File: src/hw/idct_pkg.sv
package idct_pkg;

    localparam int N_LANES    = 8;   // lanes, also the block edge
    localparam int N_COEF     = 64;
    localparam int N_WORDS    = 32;  // packed pixel pairs per block
    localparam int PROD_SHIFT = 8;
    localparam int PIX_LSB    = 16;  // pixel field of a pass-2 sum

    typedef logic signed [15:0] coef_t;
    typedef logic signed [31:0] acc_t;
    typedef logic [7:0]         pixel_t;
    typedef logic [2:0]         idx_t;

    // one output word, seen either as a bus word or as two pixels
    typedef union packed {
        logic [15:0] raw;
        struct packed {
            pixel_t pixel_even; // high byte
            pixel_t pixel_odd;
        } pix;
    } pixel_pair_u;

    // cosine table [k][j], scaled by 4096
    // C[7-k][j] is C[k][j] with the sign flipped on odd j
    localparam coef_t IDCT_C [N_LANES][N_LANES] = '{
        '{1448,  2009,  1892,  1703,  1448,  1138,   784,   400},
        '{1448,  1703,   784,  -400, -1448, -2009, -1892, -1138},
        '{1448,  1138,  -784, -2009, -1448,   400,  1892,  1703},
        '{1448,   400, -1892, -1138,  1448,  1703,  -784, -2009},
        '{1448,  -400, -1892,  1138,  1448, -1703,  -784,  2009},
        '{1448, -1138,  -784,  2009, -1448,  -400,  1892, -1703},
        '{1448, -1703,   784,   400, -1448,  2009, -1892,  1138},
        '{1448, -2009,  1892, -1703,  1448, -1138,   784,  -400}
    };

endpackage

File: src/hw/idct_lane_if.sv
`timescale 1ns/1ps

// operand beats from the feeder to all eight lanes, no back-pressure
interface lane_beat_if import idct_pkg::*; ();

    logic  beat_valid;
    logic  first;       // start of a sum
    logic  last;        // end of a sum
    logic  final_pass;  // high during pass 2
    acc_t  operand_a [N_LANES];
    coef_t operand_b [N_LANES];

    modport feeder (output beat_valid, first, last, final_pass, operand_a, operand_b);
    modport lane   (input  beat_valid, first, last, final_pass, operand_a, operand_b);

endinterface

// finished sums from the lanes
interface lane_result_if import idct_pkg::*; ();

    logic result_valid; // from lane 0
    logic final_pass;   // from lane 0
    acc_t result [N_LANES];
    logic row_ready;    // packer holds no row

    modport lane   (output result_valid, final_pass, result);
    modport feeder (input result_valid, final_pass, result, row_ready);
    modport packer (input result_valid, final_pass, result, output row_ready);

endinterface

File: src/hw/operand_feeder.sv
`timescale 1ns/1ps

module operand_feeder import idct_pkg::*; (
    input  logic  CLOCK,
    input  logic  Resetn,
    input  logic  in_valid,
    output logic  in_ready,
    input  coef_t in_coef,
    lane_beat_if.feeder   beat,
    lane_result_if.feeder res
);

    localparam logic [1:0] PH_LOAD  = 2'd0;
    localparam logic [1:0] PH_PASS1 = 2'd1;
    localparam logic [1:0] PH_GAP   = 2'd2;
    localparam logic [1:0] PH_PASS2 = 2'd3;

    localparam idx_t LAST_IDX = idx_t'(N_LANES - 1);

    logic [1:0] phase_q;
    logic [5:0] load_cnt;  // row-major coefficient index
    idx_t       row_q;
    idx_t       k_q;
    idx_t       t_row_q;   // next T row to store
    logic       t_store;

    coef_t s_buf [N_COEF];           // S' block
    acc_t  t_buf [N_LANES][N_LANES]; // T = S'C, [row][col]

    assign in_ready = (phase_q == PH_LOAD);

    // pass-1 sums come back here, pass-2 sums go to the packer
    assign t_store = res.result_valid && !res.final_pass;

    // a pass-2 row only starts when the packer can take it
    assign beat.beat_valid = (phase_q == PH_PASS1) ||
                             ((phase_q == PH_PASS2) && ((k_q != '0) || res.row_ready));
    assign beat.first      = (k_q == '0);
    assign beat.last       = (k_q == LAST_IDX);
    assign beat.final_pass = (phase_q == PH_PASS2);

    always_comb begin
        for (int j = 0; j < N_LANES; j++) begin
            if (phase_q == PH_PASS2) begin
                beat.operand_a[j] = t_buf[k_q][j];    // T[k][j]
                beat.operand_b[j] = IDCT_C[k_q][row_q]; // C transposed
            end else begin
                beat.operand_a[j] = s_buf[{row_q, k_q}]; // S'[r][k] to every lane
                beat.operand_b[j] = IDCT_C[k_q][j];
            end
        end
    end

    always_ff @(posedge CLOCK) begin
        if (in_valid && in_ready) begin
            s_buf[load_cnt] <= in_coef;
        end
        if (t_store) begin
            t_buf[t_row_q] <= res.result;
        end
    end

    always_ff @(posedge CLOCK or negedge Resetn) begin
        if (!Resetn) begin
            phase_q  <= PH_LOAD;
            load_cnt <= '0;
            row_q    <= '0;
            k_q      <= '0;
            t_row_q  <= '0;
        end else begin
            if (t_store) begin
                t_row_q <= t_row_q + 1'b1; // wraps back to row 0 after row 7
            end

            case (phase_q)
                PH_LOAD: begin
                    if (in_valid) begin
                        load_cnt <= load_cnt + 1'b1;
                        if (load_cnt == 6'(N_COEF - 1)) begin
                            phase_q <= PH_PASS1;
                        end
                    end
                end

                PH_PASS1, PH_PASS2: begin
                    if (beat.beat_valid) begin
                        k_q <= k_q + 1'b1;
                        if (beat.last) begin
                            row_q <= row_q + 1'b1;
                            if (row_q == LAST_IDX) begin
                                phase_q <= (phase_q == PH_PASS1) ? PH_GAP : PH_LOAD;
                            end
                        end
                    end
                end

                // wait for T row 7 to land before reading columns of T
                PH_GAP: begin
                    if (t_store && (t_row_q == LAST_IDX)) begin
                        phase_q <= PH_PASS2;
                    end
                end
            endcase
        end
    end

endmodule

File: src/hw/mac_lane.sv
`timescale 1ns/1ps

module mac_lane import idct_pkg::*; (
    input  logic CLOCK,
    input  logic Resetn,
    input  idx_t lane_idx,
    lane_beat_if.lane   beat,
    lane_result_if.lane res
);

    logic signed [47:0] prod_full;
    acc_t               prod_scaled;
    acc_t               acc_q;
    acc_t               sum_next;

    assign prod_full   = beat.operand_a[lane_idx] * beat.operand_b[lane_idx];
    assign prod_scaled = acc_t'(prod_full >>> PROD_SHIFT); // keep low 32 bits
    assign sum_next    = beat.first ? prod_scaled : acc_q + prod_scaled;

    // result slot is separate so the next sum can start right away
    always_ff @(posedge CLOCK) begin
        if (beat.beat_valid) begin
            acc_q <= sum_next;
        end
        if (beat.beat_valid && beat.last) begin
            res.result[lane_idx] <= sum_next;
            if (lane_idx == '0) begin
                res.final_pass <= beat.final_pass;
            end
        end
    end

    // lanes run in step, so lane 0 flags the whole row
    always_ff @(posedge CLOCK or negedge Resetn) begin
        if (!Resetn) begin
            res.result_valid <= 1'b0;
        end else if (lane_idx == '0) begin
            res.result_valid <= beat.beat_valid && beat.last; // one cycle pulse
        end
    end

endmodule

File: src/hw/clip_packer.sv
`timescale 1ns/1ps

module clip_packer import idct_pkg::*; (
    input  logic        CLOCK,
    input  logic        Resetn,
    lane_result_if.packer res,
    output logic        out_valid,
    input  logic        out_ready,
    output logic [15:0] out_pair
);

    localparam int ROW_WORDS = N_WORDS / N_LANES; // 4 pairs per row

    pixel_t      row_q [N_LANES];
    logic        full_q;
    logic [1:0]  word_q;
    logic        capture;
    pixel_pair_u pair;

    // negative -> 0, overflow above the pixel field -> 255
    function automatic pixel_t clip_pixel(input acc_t sum);
        if (sum[31]) begin
            return '0;
        end else if (|sum[30:PIX_LSB+8]) begin
            return 8'hff;
        end
        return sum[PIX_LSB +: 8];
    endfunction

    assign capture = res.result_valid && res.final_pass;

    // also low while a row is arriving, so no second row is started behind it
    assign res.row_ready = !full_q && !capture;

    assign out_valid            = full_q;
    assign pair.pix.pixel_even  = row_q[{word_q, 1'b0}];
    assign pair.pix.pixel_odd   = row_q[{word_q, 1'b1}];
    assign out_pair             = pair.raw;

    always_ff @(posedge CLOCK) begin
        if (capture) begin
            for (int j = 0; j < N_LANES; j++) begin
                row_q[j] <= clip_pixel(res.result[j]);
            end
        end
    end

    always_ff @(posedge CLOCK or negedge Resetn) begin
        if (!Resetn) begin
            full_q <= 1'b0;
            word_q <= '0;
        end else if (capture) begin
            full_q <= 1'b1;
            word_q <= '0;
        end else if (full_q && out_ready) begin
            word_q <= word_q + 1'b1;
            if (word_q == 2'(ROW_WORDS - 1)) begin
                full_q <= 1'b0; // last pair of the row taken
            end
        end
    end

endmodule

File: src/hw/idct_block.sv
`timescale 1ns/1ps

module idct_block import idct_pkg::*; (
    input  logic        CLOCK,
    input  logic        Resetn,
    input  logic        in_valid,
    output logic        in_ready,
    input  coef_t       in_coef,
    output logic        out_valid,
    input  logic        out_ready,
    output logic [15:0] out_pair
);

    lane_beat_if   beat_if ();
    lane_result_if res_if ();

    operand_feeder feeder_i (
        .CLOCK    (CLOCK),
        .Resetn   (Resetn),
        .in_valid (in_valid),
        .in_ready (in_ready),
        .in_coef  (in_coef),
        .beat     (beat_if.feeder),
        .res      (res_if.feeder)
    );

    // one lane per output column
    for (genvar g = 0; g < N_LANES; g++) begin : g_lane
        mac_lane lane_i (
            .CLOCK    (CLOCK),
            .Resetn   (Resetn),
            .lane_idx (idx_t'(g)),
            .beat     (beat_if.lane),
            .res      (res_if.lane)
        );
    end

    clip_packer packer_i (
        .CLOCK     (CLOCK),
        .Resetn    (Resetn),
        .res       (res_if.packer),
        .out_valid (out_valid),
        .out_ready (out_ready),
        .out_pair  (out_pair)
    );

endmodule

File: config.mk
export PLATFORM = sky130hd
export DESIGN_NAME = idct_block
export DESIGN_NICKNAME = d
export VERILOG_FILES = /design/src/hw/idct_pkg.sv /design/src/hw/idct_lane_if.sv /design/src/hw/operand_feeder.sv /design/src/hw/mac_lane.sv /design/src/hw/clip_packer.sv /design/src/hw/idct_block.sv
export SDC_FILE = /design/constraint.sdc
export NUM_CORES = 1
export LEC_CHECK = 0
export ABC_AREA = 1
export BUFFER_PORTS_ARGS = -buffer_cell sky130_fd_sc_hd__buf_4
export CAP_MARGIN = 20
export CORE_ASPECT_RATIO = 1.75
export CORE_MARGIN = 1.5
export CORE_UTILIZATION = 28
export CTS_CLUSTER_DIAMETER = 150
export DETAILED_ROUTE_END_ITERATION = 8
export PLACE_DENSITY_LB_ADDON = 0.05
export SKIP_LAST_GASP = 1
export SLEW_MARGIN = 20
export SYNTH_ARGS = -nofsm -noshare
export SYNTH_HDL_FRONTEND = slang
export SYNTH_SLANG_ARGS = --single-unit
File: constraint.sdc
create_clock -name CLOCK -period 1.25 [get_ports CLOCK]
set_input_delay 0.1875 -clock CLOCK [delete_from_list [all_inputs] [get_ports CLOCK]]
set_output_delay 0.1875 -clock CLOCK [all_outputs]
set_load 0.1 [all_outputs]
==> impl_metrics.ini <==
[run_status]
status = complete, no violations

[run]
max-cap-violations = 0

[yosys]
syn_area_per_cell_um2 = 9.690
ys_ff_latch = 14
ys_top_cells_by_area = dfrtp_1 42%, buf_4 15%, nand2_1 7.7%
ys_seq_area_share_pct = 42.04
yosys_warnings = 259
async_flop_share_pct = 100.0
synth_cells = 86
synth_cell_types = 19
synth_top_area_cell = dfrtp_1
synth_flop_cell = dfrtp_1
yosys.area.top_type_share_pct = 42.04
synth_area_um2 = 833.3
synth-edff-count = 0

[cts]
cts_root_buf = clkbuf_8
clkSinkCount = 14
cts_buffers = 3
clk_transition_reported_paths_ns = 0.06
cts_max_level = 1
cts.path.max_buffers = 2
insertion_delay_ns = 0.24
tritoncts = built

[finish]
fin_nets = 131
area_growth_syn_to_layout_pct = 26.13
fill_cells = 310
drive_gt1_share_pct = 38.46
num_antenna_cells = 0

[worst_setup_path]
r2r_start = feeder_i.k_q[1]
cp-end-kind = register
worstSetupPathDepth = 4
cp-startpoint = feeder_i.k_q[1]
regToRegSetupSlack_ns = 0.009
required_ns = 1.37
critPathMaxStageDelay_ns = 0.38
worst-path-buf-inv = 0
cpLargestDelayFamily = flip-flops
setup.worst_path.class = register to register
ff2ff_path_depth = 4
cp.arrival_ns = 1.37
cp_max_fo = 4
r2r_end = feeder_i.row_q[2]
endpoint = feeder_i.row_q[2]
startpoint_type = register
cp_slowest_cell = dfrtp_1
path_cells = ha_2, ha_4, nand2_4, mux2_4

[drt]
vias = 538
vias_per_cell = 4.076
first_iter_violations = 6
antenna_left = 0
wirelength_mm = 1.385
avgRoutedWirePerCell_um = 10.49
drc = 0
first_pass_iters = 3

[timing]
period_share_pct = 99.31
layout_min_cycle_time_ns = 1.241
fin_tns_setup_ns = 0
rsz0062_at_grt = yes
hold_viol = 0
setup_viol = 0
clock.fmax_mhz = 805.5
finClkSkew_ns = 0.002050
drv_slew = 0
setup_ws_ns = 0.008572

[die]
fp.dieH_um = 75.17
dieArea_um2 = 3325
num_rows = 26
initial_utilization_pct = 29.11
fp.coreArea_um2 = 2863
ios = 38
die_width_um = 44.24

[placement]
routabilityCongestion = 0.6647
io_buffers = 3
dp_slack_ns = -0.1147
dp.final_hpwl_mm = 1.025

[min_path]
hp-class = input pin to register

[global_routing]
antenna_found_initial = 0
grt_pass1_vias = 503
grt.overflow.total = 0
grtUsageTotal_pct = 9.956
grt_first_pass_wirelength_mm = 2.263
grt_max_degree = 15

[pwr]
p_per_area_nw_per_um2 = 1842
p_leak_nw = 0.5643
vdd_drop_max_mv = 0.6507
## area by class of cell
class | count | area (um2) | share of cell area [%]
Multi-Input combinational cell | 66 | 449.2 | 42.74
Inverter | 4 | 22.52 | 2.143
Clock buffer | 3 | 41.29 | 3.929
Sequential cell | 14 | 352.8 | 33.57
Timing Repair Buffer | 17 | 150.1 | 14.29
Tap cell | 28 | 35.03 | 3.333
## cell usage after synthesis, types with 2 or more instances
cell,number
buf_4,17
dfrtp_1,14
ha_1,5
inv_1,3
mux2_2,2
nand2_1,17
nand2_2,2
nand3_1,5
nor2_1,6
nor2_4,2
xnor2_1,3
xor2_1,3
## how the worst min path moves through the flow
stage | cells after the start | start | endpoint | slack [ns]
6_report | 3 | in_valid | feeder_i.load_cnt[4] | 0.28
5_1_grt | 3 | in_valid | feeder_i.load_cnt[0] | 0.30
4_1_cts | 3 | in_valid | feeder_i.load_cnt[4] | 0.28
3_5_place_dp | 1 | Resetn | feeder_i.load_cnt[0] | 0.06
3_3_place_gp | 1 | Resetn | feeder_i.load_cnt[0] | 0.06
2_1_floorplan | 0 | Resetn | feeder_i.k_q[0] | -0.11
## placed cells by master, fill, tap and decap left out, types with 2 or more instances in the layout
cell      netlist  final
nor2_4          2      3
ha_1            5      2
conb_1          1     17
inv_1           3      3
xor2_1          3      3
nand2_1        17     14
nor2_2          1      2
dfrtp_1        14     12
nand2_4         1      4
nor2_1          6      4
dfrtp_2         0      2
buf_4          17     13
mux2_4          1      3
xnor2_1         3      3
ha_2            0      2
nand3_1         5      4
buf_6           1      2
clkbuf_8        0      3
nand2_2         2      2
## per-layer routing
metal  part of all wire [%]  global-route usage [%]
met5                      0                       0
met2                     57                   16.83
met3                    2.5                   2.158
met4                    1.8                   7.071
met1                     39                   10.70
## stage by stage
| stage | instance area [um2] | power (mW) | util (%) | hold WS (ns) | cells |
|---|---|---|---|---|---|
| detailed placement | 849.6 | 1.434 | 29.68 | 0.05592 | 120 |
| finish | 1051 | 1.936 | 36.71 | 0.2804 | 132 |
| global placement | 849.6 | 1.424 | 29.68 | 0.05744 | 120 |
| floorplan | 893.4 | 1.329 | - | -0.1081 | 102 |
| global route | 1051 | 2.087 | 36.71 | 0.3025 | 132 |
| CTS | 975.9 | 1.878 | 34.09 | 0.2847 | 127 |
## sequential cells by signal (all words and copies together) (netlist names)
name / count
feeder_i.phase_q: 2
feeder_i.row_q: 3
feeder_i.k_q: 3
feeder_i.load_cnt: 6
## power by group
group	internal, mW	total [mW]	switching (mW)
clock network	0.213	0.365	0.152
registers	0.584	0.686	0.102
logic	0.335	0.885	0.550
total	1.13	1.94	0.804
## kinds of logic (layout without fill, tap and decap cells)
group                    Yosys count  in the layout  share of synthesized area, %
XOR/XNOR                           6              6                         6.307
adder cells (fa/ha/maj)            5              5                         7.508
buffers and inverters             22             24                         18.77
flip-flops                        14             14                         42.04
multiplexers                       3              3                         4.504
other                              1             17                        0.4500
AND/OR/NAND/NOR                   35             35                         20.42
## what timing repair did
item | 4_1_cts | 5_1_grt
pin swaps | 2 | 8
resized for setup | 14 | 11
setup buffers | 3 | 5
hold buffers | 1 | 0
hold endpoints to repair | 14 | 0
endpoints found under the setup margin | 5 | 5
## tightest hold or removal path, delay by kind of cell
kind | cells | cell delay [ns]
buf+inv | 1 | 0.13
simple gates | 1 | 0.10
xor+xnor | 1 | 0.07
Note: power is estimated with default switching activity, not from simulation.
